`src/verilog/cpuBusPkg.sv`:
```
`default_nettype none

package cpuBusPkg;

    localparam int addrW = 16;
    localparam int dataW = 8;

    // first opcode fetch after reset
    localparam logic [addrW-1:0] resetPc = 16'h0200;

    localparam int lenW = 2;

    // instruction lengths by mode group
    // acc and implied
    localparam logic [lenW-1:0] lenOne = 2'd1;
    // immediate, relative, zero page and the indirect-indexed forms
    localparam logic [lenW-1:0] lenTwo = 2'd2;
    // abs, absX, absY and ind
    localparam logic [lenW-1:0] lenThree = 2'd3;

endpackage

`default_nettype wire

```
`src/verilog/cpuOpsPkg.sv`:
```
`default_nettype none

package cpuOpsPkg;

    localparam int timingW = 3;

    // the 56 documented NMOS mnemonics plus cmdIll for the holes
    typedef enum logic [5:0] {
        cmdIll,
        cmdAdc, cmdAnd, cmdAsl, cmdBcc, cmdBcs, cmdBeq,
        cmdBit, cmdBmi, cmdBne, cmdBpl, cmdBrk, cmdBvc,
        cmdBvs, cmdClc, cmdCld, cmdCli, cmdClv, cmdCmp,
        cmdCpx, cmdCpy, cmdDec, cmdDex, cmdDey, cmdEor,
        cmdInc, cmdInx, cmdIny, cmdJmp, cmdJsr, cmdLda,
        cmdLdx, cmdLdy, cmdLsr, cmdNop, cmdOra, cmdPha,
        cmdPhp, cmdPla, cmdPlp, cmdRol, cmdRor, cmdRti,
        cmdRts, cmdSbc, cmdSec, cmdSed, cmdSei, cmdSta,
        cmdStx, cmdSty, cmdTax, cmdTay, cmdTsx, cmdTxa,
        cmdTxs, cmdTya
    } cmdT;

    typedef enum logic [3:0] {
        modeAcc,
        modeImm,
        modeImpl,
        modeRel,
        modeZpg,
        modeZpgX,
        modeZpgY,
        modeAbs,
        modeAbsX,
        modeAbsY,
        modeInd,
        modeXind,
        modeIndY
    } modeT;

    // addressing waits
    // direct modes need no extra cycle
    localparam logic [timingW-1:0] addrWaitDirect = 3'd0;
    // one cycle for the index add in every indexed mode
    localparam logic [timingW-1:0] addrWaitIndexed = 3'd1;
    // pointer fetch for ind and Xind
    localparam logic [timingW-1:0] addrWaitIndirect = 3'd2;

    // operation waits
    localparam logic [timingW-1:0] opWaitNone = 3'd0;
    // stack push of PHA, PHP, JSR and BRK
    localparam logic [timingW-1:0] opWaitPush = 3'd1;
    // stack pull and return
    localparam logic [timingW-1:0] opWaitPull = 3'd2;
    // read, modify, write back to memory
    localparam logic [timingW-1:0] opWaitRmw = 3'd2;

endpackage

`default_nettype wire

```
`src/verilog/decodeIf.sv`:
```
`timescale 1ns/10ps
`default_nettype none

interface decodeIf;
    import cpuOpsPkg::*;
    import cpuBusPkg::*;

    // level values valid while the decoder's opcode is stable
    cmdT cmd;
    modeT mode;
    logic [lenW-1:0] length;
    logic [timingW-1:0] addrTiming;
    logic [timingW-1:0] opTiming;

    modport decoder (
        output cmd, mode, length, addrTiming, opTiming
    );

    modport sequencer (
        input cmd, mode, length
    );

    modport timer (
        input addrTiming, opTiming
    );

endinterface

`default_nettype wire

```
`src/verilog/cpuFrontEnd.sv`:
```
`timescale 1ns/10ps
`default_nettype none

module cpuFrontEnd (
    input  wire                            clk,
    input  wire                            arstN,
    input  wire  [cpuBusPkg::dataW-1:0]    memData,
    output logic [cpuBusPkg::addrW-1:0]    memAddr,
    output logic                           memRead,
    output logic                           issue,
    output logic [cpuBusPkg::addrW-1:0]    issuePc,
    output cpuOpsPkg::cmdT                 issueCmd,
    output cpuOpsPkg::modeT                issueMode,
    output logic [2*cpuBusPkg::dataW-1:0]  issueOperand
);
    import cpuBusPkg::*;

    logic [dataW-1:0] opcode;
    logic waitStart;
    logic waitDone;

    decodeIf decBus ();

    opcodeDecoder u_decoder (
        .opcode (opcode),
        .dec    (decBus)
    );

    cycleTimer u_timer (
        .clk       (clk),
        .arstN     (arstN),
        .tim       (decBus),
        .waitStart (waitStart),
        .waitDone  (waitDone)
    );

    fetchSequencer u_sequencer (
        .clk          (clk),
        .arstN        (arstN),
        .memData      (memData),
        .memAddr      (memAddr),
        .memRead      (memRead),
        .opcode       (opcode),
        .seq          (decBus),
        .waitStart    (waitStart),
        .waitDone     (waitDone),
        .issue        (issue),
        .issuePc      (issuePc),
        .issueCmd     (issueCmd),
        .issueMode    (issueMode),
        .issueOperand (issueOperand)
    );

endmodule

`default_nettype wire

```
`src/verilog/cycleTimer.sv`:
```
`timescale 1ns/10ps
`default_nettype none

module cycleTimer (
    input  wire       clk,
    input  wire       arstN,
    decodeIf.timer    tim,
    input  wire       waitStart,
    output logic      waitDone
);
    import cpuOpsPkg::*;

    typedef enum logic [1:0] {
        idle,
        counting,
        done
    } stateT;

    stateT state;
    logic [timingW:0] count;
    logic [timingW:0] total;

    // one extra bit keeps the carry of the sum
    assign total = tim.addrTiming + tim.opTiming;

    always_ff @(posedge clk or negedge arstN) begin
        if (!arstN) begin
            state <= idle;
            count <= '0;
        end else begin
            case (state)
                counting: begin
                    count <= count - 1'b1;
                    if (count == 1) begin
                        state <= done;
                    end
                end
                default: begin
                    if (waitStart) begin
                        count <= total;
                        // zero waits finish the cycle after the start
                        state <= (total == '0) ? done : counting;
                    end else begin
                        state <= idle;
                    end
                end
            endcase
        end
    end

    assign waitDone = (state == done);

endmodule

`default_nettype wire

```
`src/verilog/fetchSequencer.sv`:
```
`timescale 1ns/10ps
`default_nettype none

module fetchSequencer (
    input  wire                            clk,
    input  wire                            arstN,
    input  wire  [cpuBusPkg::dataW-1:0]    memData,
    output logic [cpuBusPkg::addrW-1:0]    memAddr,
    output logic                           memRead,
    output logic [cpuBusPkg::dataW-1:0]    opcode,
    decodeIf.sequencer                     seq,
    output logic                           waitStart,
    input  wire                            waitDone,
    output logic                           issue,
    output logic [cpuBusPkg::addrW-1:0]    issuePc,
    output cpuOpsPkg::cmdT                 issueCmd,
    output cpuOpsPkg::modeT                issueMode,
    output logic [2*cpuBusPkg::dataW-1:0]  issueOperand
);
    import cpuBusPkg::*;

    typedef enum logic [2:0] {
        fetch,
        decode,
        operandLo,
        operandHi,
        waiting
    } stateT;

    stateT state;
    logic started;
    logic [addrW-1:0] pc;
    logic [addrW-1:0] instPc;
    logic [dataW-1:0] opcodeReg;
    logic [dataW-1:0] operandLoReg;
    logic [dataW-1:0] operandHiReg;
    logic fetchNow;
    logic moreBytes;

    // opcode fetch right after reset, or overlapped with the issue cycle
    assign fetchNow = (state == fetch && started) || (state == waiting && waitDone);
    assign moreBytes = (state == decode && seq.length > lenOne)
                    || (state == operandLo && seq.length == lenThree);

    assign memRead = fetchNow || moreBytes;
    assign memAddr = pc;
    assign waitStart = (state == decode || state == operandLo || state == operandHi)
                    && !moreBytes;
    assign issue = (state == waiting) && waitDone;

    // decoder sees the returning byte in decode, the held opcode afterwards
    assign opcode = (state == decode) ? memData : opcodeReg;

    assign issuePc = instPc;
    assign issueCmd = seq.cmd;
    assign issueMode = seq.mode;
    assign issueOperand = {operandHiReg, operandLoReg};

    always_ff @(posedge clk or negedge arstN) begin
        if (!arstN) begin
            state <= fetch;
            started <= 1'b0;
            pc <= resetPc;
        end else begin
            started <= 1'b1;
            // one step per byte read
            if (memRead) begin
                pc <= pc + 1'b1;
            end
            case (state)
                fetch: begin
                    if (started) begin
                        state <= decode;
                    end
                end
                decode: state <= moreBytes ? operandLo : waiting;
                operandLo: state <= moreBytes ? operandHi : waiting;
                operandHi: state <= waiting;
                waiting: begin
                    if (waitDone) begin
                        state <= decode;
                    end
                end
                default: state <= fetch;
            endcase
        end
    end

    always_ff @(posedge clk) begin
        if (fetchNow) begin
            instPc <= pc;
        end
        if (state == decode) begin
            opcodeReg <= memData;
            operandLoReg <= '0;
            operandHiReg <= '0;
        end
        if (state == operandLo) begin
            operandLoReg <= memData;
        end
        if (state == operandHi) begin
            operandHiReg <= memData;
        end
    end

endmodule

`default_nettype wire

```
`src/verilog/opcodeDecoder.sv`:
```
`timescale 1ns/10ps
`default_nettype none

module opcodeDecoder (
    input wire [cpuBusPkg::dataW-1:0] opcode,
    decodeIf.decoder                  dec
);
    import cpuOpsPkg::*;
    import cpuBusPkg::*;

    logic [2:0] aaa;
    logic [2:0] bbb;
    logic [1:0] cc;
    cmdT grp1Cmd;
    cmdT grp2Cmd;
    cmdT grp3Cmd;
    cmdT cmd;
    modeT mode;
    logic [lenW-1:0] length;
    logic [timingW-1:0] addrTiming;
    logic [timingW-1:0] opTiming;

    assign aaa = opcode[7:5];
    assign bbb = opcode[4:2];
    assign cc = opcode[1:0];

    // command tables selected by aaa within each cc group
    always_comb begin
        case (aaa)
            3'b000: grp1Cmd = cmdOra;
            3'b001: grp1Cmd = cmdAnd;
            3'b010: grp1Cmd = cmdEor;
            3'b011: grp1Cmd = cmdAdc;
            3'b100: grp1Cmd = cmdSta;
            3'b101: grp1Cmd = cmdLda;
            3'b110: grp1Cmd = cmdCmp;
            default: grp1Cmd = cmdSbc;
        endcase
        case (aaa)
            3'b000: grp2Cmd = cmdAsl;
            3'b001: grp2Cmd = cmdRol;
            3'b010: grp2Cmd = cmdLsr;
            3'b011: grp2Cmd = cmdRor;
            3'b100: grp2Cmd = cmdStx;
            3'b101: grp2Cmd = cmdLdx;
            3'b110: grp2Cmd = cmdDec;
            default: grp2Cmd = cmdInc;
        endcase
        case (aaa)
            3'b001: grp3Cmd = cmdBit;
            3'b010: grp3Cmd = cmdJmp;
            3'b011: grp3Cmd = cmdJmp;
            3'b100: grp3Cmd = cmdSty;
            3'b101: grp3Cmd = cmdLdy;
            3'b110: grp3Cmd = cmdCpy;
            3'b111: grp3Cmd = cmdCpx;
            default: grp3Cmd = cmdIll;
        endcase
    end

    always_comb begin
        cmd = cmdIll;
        mode = modeImpl;
        case (cc)
            2'b01: begin
                cmd = grp1Cmd;
                case (bbb)
                    3'b000: mode = modeXind;
                    3'b001: mode = modeZpg;
                    3'b010: mode = modeImm;
                    3'b011: mode = modeAbs;
                    3'b100: mode = modeIndY;
                    3'b101: mode = modeZpgX;
                    3'b110: mode = modeAbsY;
                    default: mode = modeAbsX;
                endcase
                // no STA immediate
                if (aaa == 3'b100 && bbb == 3'b010) begin
                    cmd = cmdIll;
                    mode = modeImpl;
                end
            end
            2'b10: begin
                case (bbb)
                    3'b000: begin
                        if (aaa == 3'b101) begin
                            cmd = cmdLdx;
                            mode = modeImm;
                        end
                    end
                    3'b001: begin
                        cmd = grp2Cmd;
                        mode = modeZpg;
                    end
                    3'b010: begin
                        case (aaa)
                            3'b100: cmd = cmdTxa;
                            3'b101: cmd = cmdTax;
                            3'b110: cmd = cmdDex;
                            3'b111: cmd = cmdNop;
                            default: begin
                                cmd = grp2Cmd;
                                mode = modeAcc;
                            end
                        endcase
                    end
                    3'b011: begin
                        cmd = grp2Cmd;
                        mode = modeAbs;
                    end
                    3'b101: begin
                        cmd = grp2Cmd;
                        // STX and LDX index with Y
                        mode = (aaa[2:1] == 2'b10) ? modeZpgY : modeZpgX;
                    end
                    3'b110: begin
                        if (aaa == 3'b100) begin
                            cmd = cmdTxs;
                        end else if (aaa == 3'b101) begin
                            cmd = cmdTsx;
                        end
                    end
                    3'b111: begin
                        if (aaa != 3'b100) begin
                            cmd = grp2Cmd;
                            mode = (aaa == 3'b101) ? modeAbsY : modeAbsX;
                        end
                    end
                    default: ;
                endcase
            end
            2'b00: begin
                case (bbb)
                    3'b000: begin
                        case (aaa)
                            3'b000: cmd = cmdBrk;
                            3'b001: begin
                                cmd = cmdJsr;
                                mode = modeAbs;
                            end
                            3'b010: cmd = cmdRti;
                            3'b011: cmd = cmdRts;
                            3'b100: ;
                            default: begin
                                cmd = grp3Cmd;
                                mode = modeImm;
                            end
                        endcase
                    end
                    3'b001: begin
                        if (aaa == 3'b001 || aaa[2]) begin
                            cmd = grp3Cmd;
                            mode = modeZpg;
                        end
                    end
                    3'b010: begin
                        case (aaa)
                            3'b000: cmd = cmdPhp;
                            3'b001: cmd = cmdPlp;
                            3'b010: cmd = cmdPha;
                            3'b011: cmd = cmdPla;
                            3'b100: cmd = cmdDey;
                            3'b101: cmd = cmdTay;
                            3'b110: cmd = cmdIny;
                            default: cmd = cmdInx;
                        endcase
                    end
                    3'b011: begin
                        if (aaa != 3'b000) begin
                            cmd = grp3Cmd;
                            // 6C is the indirect jump
                            mode = (aaa == 3'b011) ? modeInd : modeAbs;
                        end
                    end
                    3'b100: begin
                        mode = modeRel;
                        case (aaa)
                            3'b000: cmd = cmdBpl;
                            3'b001: cmd = cmdBmi;
                            3'b010: cmd = cmdBvc;
                            3'b011: cmd = cmdBvs;
                            3'b100: cmd = cmdBcc;
                            3'b101: cmd = cmdBcs;
                            3'b110: cmd = cmdBne;
                            default: cmd = cmdBeq;
                        endcase
                    end
                    3'b101: begin
                        if (aaa[2:1] == 2'b10) begin
                            cmd = grp3Cmd;
                            mode = modeZpgX;
                        end
                    end
                    3'b110: begin
                        case (aaa)
                            3'b000: cmd = cmdClc;
                            3'b001: cmd = cmdSec;
                            3'b010: cmd = cmdCli;
                            3'b011: cmd = cmdSei;
                            3'b100: cmd = cmdTya;
                            3'b101: cmd = cmdClv;
                            3'b110: cmd = cmdCld;
                            default: cmd = cmdSed;
                        endcase
                    end
                    default: begin
                        if (aaa == 3'b101) begin
                            cmd = cmdLdy;
                            mode = modeAbsX;
                        end
                    end
                endcase
            end
            default: ;
        endcase
    end

    // length and wait codes
    always_comb begin
        case (mode)
            modeAcc, modeImpl: length = lenOne;
            modeAbs, modeAbsX, modeAbsY, modeInd: length = lenThree;
            default: length = lenTwo;
        endcase
        case (mode)
            modeZpgX, modeZpgY, modeAbsX, modeAbsY, modeIndY: addrTiming = addrWaitIndexed;
            modeInd, modeXind: addrTiming = addrWaitIndirect;
            default: addrTiming = addrWaitDirect;
        endcase
        case (cmd)
            cmdAsl, cmdRol, cmdLsr, cmdRor, cmdInc, cmdDec: begin
                // accumulator shifts stay in the core
                opTiming = (mode == modeAcc) ? opWaitNone : opWaitRmw;
            end
            cmdPla, cmdPlp, cmdRts, cmdRti: opTiming = opWaitPull;
            cmdPha, cmdPhp, cmdJsr, cmdBrk: opTiming = opWaitPush;
            default: opTiming = opWaitNone;
        endcase
    end

    assign dec.cmd = cmd;
    assign dec.mode = mode;
    assign dec.length = length;
    assign dec.addrTiming = addrTiming;
    assign dec.opTiming = opTiming;

endmodule

`default_nettype wire
```
`config.mk`:
```
export PLATFORM = sky130hd
export DESIGN_NAME = cpuFrontEnd
export DESIGN_NICKNAME = d
export VERILOG_FILES = /design/src/verilog/cpuBusPkg.sv /design/src/verilog/cpuOpsPkg.sv /design/src/verilog/decodeIf.sv /design/src/verilog/cpuFrontEnd.sv /design/src/verilog/cycleTimer.sv /design/src/verilog/fetchSequencer.sv /design/src/verilog/opcodeDecoder.sv
export SDC_FILE = /design/constraint.sdc
export NUM_CORES = 1
export LEC_CHECK = 0
export CAP_MARGIN = 15
export CORE_MARGIN = 2
export CORE_UTILIZATION = 45
export CTS_CLUSTER_SIZE = 30
export DETAILED_ROUTE_END_ITERATION = 16
export DONT_BUFFER_PORTS = 1
export PLACE_DENSITY = 0.66
export SLEW_MARGIN = 20
export SYNTH_ARGS = -nofsm -noshare
export SYNTH_HDL_FRONTEND = slang
export SYNTH_SLANG_ARGS = --single-unit
```
`constraint.sdc`:
```
create_clock -name clk -period 6.1 [get_ports clk]
set_clock_uncertainty 0.2 [all_clocks]
set_input_delay 1.22 -clock clk [delete_from_list [all_inputs] [get_ports clk]]
set_output_delay 1.22 -clock clk [all_outputs]
set_load 0.01 [all_outputs]
```
* Word level (Yosys, flattened, before mapping)
Cells that the tools add are included.
** Storage, ports and cells
- Output and inout port bits :: 60
- Logic and storage cells :: 156
- Bits in registers :: 66
** Operators by class
- $add $sub $neg :: 3
- Multiplexer cells :: 55
- Reduce and logical (&&, ||, !) cells :: 36
- Equality and inequality tests :: 52
- Magnitude comparators :: 1
** Operators by type and width (number)
- $pmux 6 s7 :: 5
- $pmux 6 s5 :: 2
- $pmux 4 s7 :: 2
- $eq 6x6->1 const B :: 9
- $mux 6 :: 8
- $pmux 4 s6 :: 2
- $pmux 6 s6 :: 1
- $mux 8 :: 4
- $mux 4 :: 7
- $eq 3x3->1 const B :: 9
- $pmux 6 s4 :: 1
- $eq 4x4->1 const B :: 5
- $reduce_or 4->1 :: 5
- $eq 3x2->1 const B :: 6
- $eq 6x5->1 const B :: 3
- $mux 3 :: 6
- $pmux 6 s3 :: 1
- $add 16x1->16 const B :: 1
- $mux 2 :: 8
- $pmux 3 s5 :: 1
- $eq 4x3->1 const B :: 3
- $pmux 4 s3 :: 1
- $eq 3x1->1 const B :: 3
- $logic_not 3->1 :: 3
- 28 further kinds :: 51

* Depth between registers and ports, before layout
Gate-level depths: netlist (run 1).
- Word-level depth :: 17
- Gate-level depth with buffers :: 23
- Mapped depth without buffers :: 19

* Cells and area by module
A second synthesis (run 1) with hierarchy kept.
** Unflattened totals
- Cells, all modules :: 446
- Area, all modules :: 4307.9 sq um
** By module, submodules not included
- fetchSequencer :: sequential area each 1622.8 sq um, area an instance 2352.3 sq um, times used 1, cells an instance 162
- opcodeDecoder :: sequential area each 0.0 sq um, area an instance 1510.2 sq um, times used 1, cells an instance 238
- cycleTimer :: sequential area each 150.1 sq um, area an instance 445.4 sq um, times used 1, cells an instance 46

* Worst setup path before layout (run 1)
No wires, ideal clock.
- Path type :: input port to output port
- Start :: in memData[6] (netlist name)
- End :: out memRead
- Data arrival time :: 4.008 ns
- Cell stages on the path :: 14
- Slack :: 0.672 ns
- Path buffers :: 4
- Required time :: 4.680 ns
- Path through :: clkbuf_1 > clkbuf_1 > mux2i_2 > ha_1 > clkbuf_1 > nand4b_1 > mux2i_1 > nor4_1 > o221a_2 > inv_2 > or3_4 > a31oi_4 > buf_4 > inv_1
** On the way
- Word-level cells in the longest chain between the ends :: 13
- Elaborated cells on any way between the ends :: 46
- Those cells by class :: 1 x order compare; 15 x eq/ne; 17 x mux; 13 x reduce/logical
** Ends and longest elaborated chain
- start, declared :: RTL line cpuFrontEnd.sv:7 : input wire [cpuBusPkg::dataW-1:0] memData,
- $mux 8 (*)
- $eq 3x2->1, or another cell as far along :: RTL line opcodeDecoder.sv:135 : case (aaa)
- $reduce_or 4->1 (no line), or another cell as far along
- $pmux 3 s2, or another cell as far along :: RTL line opcodeDecoder.sv:135
- $pmux 4 s6 (on tied branches) :: RTL line opcodeDecoder.sv:133, opcodeDecoder.sv:84
- $pmux 4 s3 (*) :: RTL line opcodeDecoder.sv:64 : case (cc)
- named net issueMode[0] :: RTL line cpuFrontEnd.sv:13 : output cpuOpsPkg::modeT issueMode,
- $eq 4x3->1, or another cell as far along :: RTL line opcodeDecoder.sv:220 : case (mode)
- $reduce_or 4->1 or $reduce_or 2->1 (tied branches) :: RTL line opcodeDecoder.sv:220
- $pmux 2 s2 (*) :: RTL line opcodeDecoder.sv:220
- $gt 2x1->1 or $eq 2x2->1 (tied branches) :: RTL line fetchSequencer.sv:42, fetchSequencer.sv:43
- $logic_and 1x1->1 (on tied branches) :: RTL line fetchSequencer.sv:42, fetchSequencer.sv:43
- $logic_or 1x1->1 (*) :: RTL line fetchSequencer.sv:43 : || (state == operandLo && seq.length == lenThree);
- $logic_or 1x1->1 (*) :: RTL line fetchSequencer.sv:45 : assign memRead = fetchNow || moreBytes;
- end, declared :: RTL line cpuFrontEnd.sv:9 : output logic memRead,
Mark *: on every way through the listed nets, which the timed path passes. The rest lies on a longest branch.

* Final worst setup path (run 1)
- Start :: reg u_sequencer.state[1]
- End :: out memRead
** On the way
- Elaborated cells on any way between the ends :: 66
- Those cells by class :: 1 x order compare; 27 x eq/ne; 18 x mux; 20 x reduce/logical
** RTL lines
- start, declared :: RTL line fetchSequencer.sv:30 : stateT state;
- start signal, assigned :: RTL line fetchSequencer.sv:61 : state <= fetch;
- start signal, assigned :: RTL line fetchSequencer.sv:73 : state <= decode;
- start signal, assigned :: RTL line fetchSequencer.sv:76 : decode: state <= moreBytes ? operandLo : waiting;
- $eq 3x1->1 (*) :: RTL line fetchSequencer.sv:52 : assign opcode = (state == decode) ? memData : opcodeReg;
- $mux 8 (*)
- named net opcode[4] :: RTL line cpuFrontEnd.sv:18 : logic [dataW-1:0] opcode;
- $eq 3x3->1, or another cell as far along :: RTL line opcodeDecoder.sv:67, opcodeDecoder.sv:133
- $pmux 4 s7, or another cell as far along :: RTL line opcodeDecoder.sv:67 : case (bbb)
- $mux 4 or $pmux 4 s6 (tied branches) :: RTL line opcodeDecoder.sv:78, opcodeDecoder.sv:133
- $pmux 4 s3 (*) :: RTL line opcodeDecoder.sv:64
- named net issueMode[0] :: RTL line cpuFrontEnd.sv:13
- $eq 4x3->1, or another cell as far along :: RTL line opcodeDecoder.sv:220
- $reduce_or 4->1 or $reduce_or 2->1 (tied branches) :: RTL line opcodeDecoder.sv:220
- $pmux 2 s2 (*) :: RTL line opcodeDecoder.sv:220
- $gt 2x1->1 or $eq 2x2->1 (tied branches) :: RTL line fetchSequencer.sv:42, fetchSequencer.sv:43
- $logic_and 1x1->1 (on tied branches) :: RTL line fetchSequencer.sv:42, fetchSequencer.sv:43
- $logic_or 1x1->1 (*) :: RTL line fetchSequencer.sv:43
- $logic_or 1x1->1 (*) :: RTL line fetchSequencer.sv:45
Marks and branches as above.

==> impl_metrics.py, run 1 <==
metrics = {
    "status": {
        "outcome": "finished, final reports clean",
    },
    "logic_synthesis": {
        "synth_nets": 663,
        "synth_area_um2": 5619,
        "synth.most_common_cell": "nand2_1",
        "synthFlopType": "edfxtp_1",
        "ys_ff_latch": 66,
        "yosys_warnings": 0,
        "synthesis.instances": 642,
        "synth_top_cell_by_area": "edfxtp_1",
        "yosys-top-cells-count": "nand2_1, nor2_1, nor3_1",
        "synth_top_area_share_pct": 17.10,
        "yosys-top-cells-area": "edfxtp_1, dfrtp_1, mux2i_1",
        "synth.avg_cell_area_um2": 8.753,
        "synth-edff-count": 32,
        "synth.distinct_cells": 99,
        "synth_seq_area_share_pct": 31.55,
        "synthArstFlopShare_pct": 39.39,
    },
    "floorplanning": {
        "dieWidth_um": 115.7,
        "rows": 40,
        "pin_count": 70,
        "die_h_um": 115.7,
        "core_area_um2": 12110,
        "dieArea_um2": 13400,
        "initial_core_util_pct": 46.39,
    },
    "worst_setup_path": {
        "worstPathMaxFanout": 62,
        "worstPathRequired_ns": 4.68,
        "critical-path-max-stage-delay_ns": 0.61,
        "cp_slowest_cell": "buf_4",
        "worst_setup_path_end_kind": "output pin",
        "critical_path_class": "reg2out",
        "crit_chain": "nor3b_4 -> buf_4 -> mux2i_2 -> inv_2 -> o21a_1 -> nor4_1 -> o221a_2 -> inv_2 -> or3_4 -> a31oi_4 -> inv_1",
        "cp_common_cell": "inv_2",
        "start_kind": "flop",
        "arrival_ns": 4.11,
    },
    "power": {
        "power_frac_comb_pct": 61.5,
        "peakVddDrop_mv": 0.2415,
        "internal-power_w": 0.001810,
        "p_clk_share_pct": 14.7,
        "swShare_pct": 50.50,
        "p_leak_nw": 2.219,
        "seqPwrFrac_pct": 23.8,
        "pwr_density_cell_nw_per_um2": 615.5,
        "p_sw_w": 0.001846,
        "power_w": 0.003657,
    },
    "grt": {
        "grt_pass1_wl_mm": 27.52,
        "grt.overflow.total": 0,
        "grt_usage_pct": 26.70,
        "grt_pass1_vias": 4846,
        "grt_max_degree": 77,
        "grt_antenna_before_repair": 0,
    },
    "sta": {
        "rsz0062_at_grt": "no",
        "holdWs_ns": 0.3620,
        "fmax_ghz": 0.1808,
        "slew_violations": 0,
        "setup_tns_ns": 0,
        "min_period_ns": 5.531,
        "layout_setup_ws_ns": 0.5688,
        "period_share_pct": 90.68,
        "worst-slew-pin-transition_ns": 1.036,
        "final-setup-viol-count": 0,
        "slew-limit-headroom_pct": 30.21,
        "finalHoldViolCount": 0,
    },
    "placement": {
        "dp_hpwl_mm": 12.50,
        "dp_slack_ns": 0.7172,
        "gp_congestion": 1.030,
        "port-buffer-count": 0,
    },
    "routing": {
        "initialDrtViolationCount": 610,
        "first_pass_iters": 7,
        "routedWlPerCell_um": 22.77,
        "vias": 5288,
        "totalWireLength_mm": 17.80,
        "drtAntennaViolNets": 0,
        "post-route-drc-count": 0,
        "via_per_inst": 6.762,
    },
    "clock_network": {
        "cts_root_buf": "clkbuf_16",
        "cts_resized": 0,
        "ctsHoldBuffers": 0,
        "post_cts_buffers": 0,
        "numCtsBuffers": 9,
        "cts_max_level": 3,
        "worstSkewPairLatency_ns": 0.33,
        "clkTransAtPathRegs_ns": 0.05,
        "clockBufferDepth": 2,
        "cts_tree": "built",
        "clock-sinks": 66,
    },
    "worst_hold_path": {
        "min_path_type": "reg2reg",
    },
    "cells_and_area": {
        "register_area_um2": 1774,
        "fill_cells": 1169,
        "multiInputGateArea_um2": 3480,
        "drive_above_1_share_pct": 11.24,
        "final_util_pct": 49.05,
        "fin_nets": 630,
        "area_delta_synth_final_pct": 5.723,
        "antennaDiodeCount": 0,
    },
    "flow_run": {
        "maxCapViolCount": 0,
    },
}
-- routing by layer --
layer / routed length [µm] / GRT usage (%) / share of wire, %
met5: 0 / 0 / 0
met4: 1024 / 15.71 / 5.8
met3: 1660 / 6.433 / 9.3
met2: 7995 / 41.25 / 45
met1: 7122 / 34.04 / 40
-- worst paths after layout --
kind,slack (ns),cells after the start,endpoint,startpoint
worst max-delay path,0.57,11,memRead,u_sequencer.state[1]$_DFFE_PN0P_
worst min-delay path,0.36,1,u_sequencer.memAddr[15]$_DFFE_PN0P_,u_sequencer.memAddr[15]$_DFFE_PN0P_
worst max register to register,0.87,15,u_timer.state[0]$_DFFE_PN0P_,u_sequencer.state[1]$_DFFE_PN0P_
worst min register to register,0.36,1,u_sequencer.memAddr[15]$_DFFE_PN0P_,u_sequencer.memAddr[15]$_DFFE_PN0P_
max in group asynchronous,5.13,0,u_sequencer.memAddr[9]$_DFFE_PN1P_,arstN
min in group asynchronous,0.39,0,u_sequencer.memAddr[7]$_DFFE_PN0P_,arstN
-- placed cells by master (no fill, tap or decap), types with 20 or more instances in the layout --
| cell | count |
|---|---|
| nand2b_1 | 24 |
| nor2_1 | 35 |
| o21ai_0 | 23 |
| dfrtp_1 | 25 |
| nand3_1 | 28 |
| and3_1 | 20 |
| nor3_1 | 33 |
| edfxtp_1 | 32 |
| mux2i_1 | 21 |
| nand2_1 | 45 |
| a21oi_1 | 20 |
-- critical path, delay by kind of cell, from the launching register on --
kind,cells,cell delay (ns)
DFF,1,0.52
buffers and inverters,4,0.99
AOI/OAI and AO/OA,3,0.75
and+or+nand+nor,3,1.04
muxes,1,0.45
-- layout make-up --
| type | instances | area share [%] |
|---|---|---|
| Multi-Input combinational cell | 498 | 58.57 |
| Tap cell | 168 | 3.538 |
| Clock buffer | 10 | 3.854 |
| Inverter | 24 | 1.516 |
| Sequential cell | 66 | 29.87 |
| Clock inverter | 6 | 1.390 |
| Timing Repair Buffer | 10 | 1.264 |
-- state kept, by name (all words and copies together), names as in the netlist --
| name | flops |
|---|---|
| u_sequencer.state | 3 |
| u_sequencer.opcodeReg | 8 |
| u_sequencer.operandLoReg | 8 |
| u_sequencer.operandHiReg | 8 |
| u_timer.state | 2 |
| u_sequencer.issuePc | 16 |
| u_timer.count | 4 |
| u_sequencer.memAddr | 16 |
| u_sequencer.started | 1 |
-- cell families (layout without fill, tap and decap cells) --
| logic type | after synthesis | after routing | share of synthesized area, % |
|---|---|---|---|
| AO/OA/AOI/OAI | 149 | 149 | 20.71 |
| adder cells (fa/ha/maj) | 13 | 13 | 2.939 |
| flip-flops | 66 | 66 | 31.55 |
| AND/OR/NAND/NOR | 283 | 283 | 28.90 |
| buffers and inverters | 78 | 50 | 6.635 |
| XOR/XNOR | 20 | 20 | 3.117 |
| other | 1 | 1 | 0.06674 |
| multiplexers | 32 | 32 | 6.079 |
-- power by group through the flow --
| stage | combinational (W) | sequential (W) | clock [W] |
|---|---|---|---|
| after floorplan | 0.00177 | 0.000766 | 0 |
| after global placement | 0.00217 | 0.000868 | 0 |
| after detailed placement | 0.00219 | 0.000870 | 0 |
| after CTS | 0.00221 | 0.000863 | 0.000545 |
| after global routing | 0.00242 | 0.000894 | 0.000568 |
| final | 0.00225 | 0.000871 | 0.000537 |
-- through the flow --
| stage | cells | area, µm² |
|---|---|---|
| 6_report | 782 | 5941 |
| 2_1_floorplan | 642 | 5619 |
| 4_1_cts | 782 | 5939 |
| 3_5_place_dp | 766 | 5628 |
| 5_1_grt | 782 | 5941 |
| 3_3_place_gp | 766 | 5628 |
Power figures use the tool's default switching activity.
==> run 2: changes to the inputs <==
CORE_MARGIN = not set   (was 2)
GPL_ROUTABILITY_DRIVEN = 0   (was not set)
PLACE_DENSITY = not set   (was 0.66)
PLACE_DENSITY_LB_ADDON = 0.15   (was not set)
==> run 2 against run 1 <==
Die area down 3.4%. Worst hold slack better by 0.0064 ns. Worst setup slack worse by 0.030 ns. Sequential share of layout area down 0.056 points. Non-clock buffer count unchanged. Critical path depth up 1. Global-route usage up 0.14 points. Clock power up 2%. Critical path type unchanged. Critical endpoint unchanged. Largest cell class unchanged.
==> impl_metrics.py, run 2 (synthesized netlist as in run 1, its figures left out) <==
metrics = {
    "clock_network": {
        "cts_resized": 0,
        "cts_tree": "built",
        "worstSkewPairLatency_ns": 0.33,
        "clock-sinks": 66,
        "cts_root_buf": "clkbuf_16",
        "clkTransAtPathRegs_ns": 0.06,
        "ctsHoldBuffers": 0,
        "post_cts_buffers": 0,
        "clockBufferDepth": 2,
        "cts_max_level": 3,
        "numCtsBuffers": 9,
    },
    "power": {
        "p_leak_nw": 2.219,
        "pwr_density_cell_nw_per_um2": 615.7,
        "power_w": 0.003665,
        "peakVddDrop_mv": 0.2225,
    },
    "cells_and_area": {
        "fin_nets": 630,
        "final_util_pct": 49.14,
        "final_common_cell": "nand2_1",
        "antennaDiodeCount": 0,
        "area_delta_synth_final_pct": 5.923,
        "design_area_um2": 5952,
        "drive_above_1_share_pct": 11.56,
        "final_cell_mix": "nand2_1, nor2_1, nor3_1",
    },
    "floorplanning": {
        "core_area_um2": 12110,
        "die_h_um": 113.7,
        "rows": 40,
        "dieWidth_um": 113.7,
        "dieArea_um2": 12940,
        "pin_count": 70,
        "initial_core_util_pct": 46.39,
    },
    "grt": {
        "grt_pass1_wl_mm": 26.96,
        "grt_pass1_vias": 4765,
        "grt_antenna_before_repair": 0,
        "grt_max_degree": 77,
        "grt_usage_pct": 26.85,
        "grt.overflow.total": 0,
    },
    "routing": {
        "via_per_inst": 6.758,
        "vias": 5285,
        "post-route-drc-count": 0,
        "totalWireLength_mm": 17.33,
        "drtAntennaViolNets": 0,
        "routedWlPerCell_um": 22.15,
        "first_pass_iters": 7,
        "initialDrtViolationCount": 664,
    },
    "sta": {
        "rsz0062_at_grt": "no",
        "period_share_pct": 91.17,
        "holdWs_ns": 0.3684,
        "worst-slew-pin-transition_ns": 1.133,
        "slew-limit-headroom_pct": 24.35,
        "min_period_ns": 5.562,
        "setup_tns_ns": 0,
        "fmax_ghz": 0.1798,
        "finalHoldViolCount": 0,
        "final-setup-viol-count": 0,
        "slew_violations": 0,
    },
    "worst_setup_path": {
        "worstReg2RegEnd": "u_timer.state[0]$_DFFE_PN0P_",
        "critical_path_class": "reg2out",
        "worst_setup_path_end_kind": "output pin",
        "worstPathMaxFanout": 32,
        "crit_chain": "mux2i_1 -> inv_1 -> ha_1 -> nand4b_1 -> mux2i_1 -> a211oi_2 -> o311ai_1 -> a32oi_2 -> inv_2 -> nand4_2 -> a31oi_4 -> inv_1",
        "worstPathRequired_ns": 4.68,
        "crit_cells": 12,
        "cp_slowest_cell": "dfxtp_1",
        "cp.buffers_inverters": 3,
        "rrSetupSlack_ns": 0.94,
        "crit_family": "flip-flops",
        "start_kind": "flop",
        "r2r-start": "u_sequencer.state[0]$_DFFE_PN0P_",
        "critical-path-max-stage-delay_ns": 1.07,
        "arrival_ns": 4.14,
        "reg2regPathDepth": 16,
    },
    "status": {
        "outcome": "finished, final reports clean",
    },
    "worst_hold_path": {
        "holdPathEnd": "u_sequencer.memAddr[15]$_DFFE_PN0P_",
        "min_from": "u_sequencer.memAddr[15]$_DFFE_PN0P_",
        "whs_path_depth": 1,
        "min_path_type": "reg2reg",
    },
    "placement": {
        "dpl-instance-area_um2": 5628,
        "port-buffer-count": 0,
        "dp_hpwl_mm": 11.94,
    },
    "flow_run": {
        "maxCapViolCount": 0,
    },
}
-- run 2: cell types whose count changed in the layout (fill, tap and decap cells not counted) --
cell and delta:
clkinvlp_4 +2, clkinv_1 -1, clkbuf_8 +1, clkinv_4 -1
clkinv_2 -1, clkbuf_1 -1, clkbuf_16 +1, o21ai_0 -1
inv_6 +1, o21ai_1 +1, bufinv_16 -1
-- run 2: layout make-up --
cell class	instances	area [µm²]
clock buffer	11	264.0
clock inverter	5	58.81
fill	1158	6160
inverter	24	90.09
multi-input combinational	498	3480
sequential	66	1774
tap	168	210.2
timing repair buffer	10	75.07
-- run 2: power breakdown --
group          internal (W)  switching (W)  total, W  leakage, nW
combinational      0.000818        0.00141   0.00223         1.41
sequential         0.000638       0.000251  0.000889        0.652
clock              0.000353       0.000196  0.000549        0.153
-- run 2: worst register-to-register path: cells and delay by family, from the launching register on --
| kind | cells | cell delay, ns |
|---|---|---|
| adder cells (fa/ha/maj) | 2 | 0.82 |
| AO/OA/AOI/OAI | 6 | 1.25 |
| multiplexers | 2 | 0.41 |
| AND/OR/NAND/NOR | 6 | 1.87 |
| flip-flops | 1 | 0.52 |
-- run 2: worst max path at each step --
stage,startpoint,endpoint,slack (ns)
floorplan,memData[6],memRead,0.67
global placement,memData[7],u_timer.state[0]$_DFFE_PN0P_,0.87
detailed placement,memData[7],u_timer.state[0]$_DFFE_PN0P_,0.77
CTS,u_sequencer.opcodeReg[7]$_DFF_P_,memRead,0.69
global route,u_sequencer.opcodeReg[7]$_DFF_P_,memRead,0.37
finish,u_sequencer.opcodeReg[7]$_DFF_P_,memRead,0.54
-- run 2: metrics by stage --
stage          worst slack [ns]  instances
4_1_cts                  0.6875        782
5_1_grt                  0.3724        782
2_1_floorplan            0.6720        642
6_report                 0.5385        782
3_5_place_dp             0.7735        766
3_3_place_gp             0.8745        766
-- run 2: routing by layer --
layer  share of wire (%)  up-vias  global-route usage [%]
met4                 4.3        0                   12.37
met3                  12       59                   6.961
met5                   0        -                       0
met1                  40     2468                   35.59
li1                    -     2364                       -
met2                  44      394                   40.93
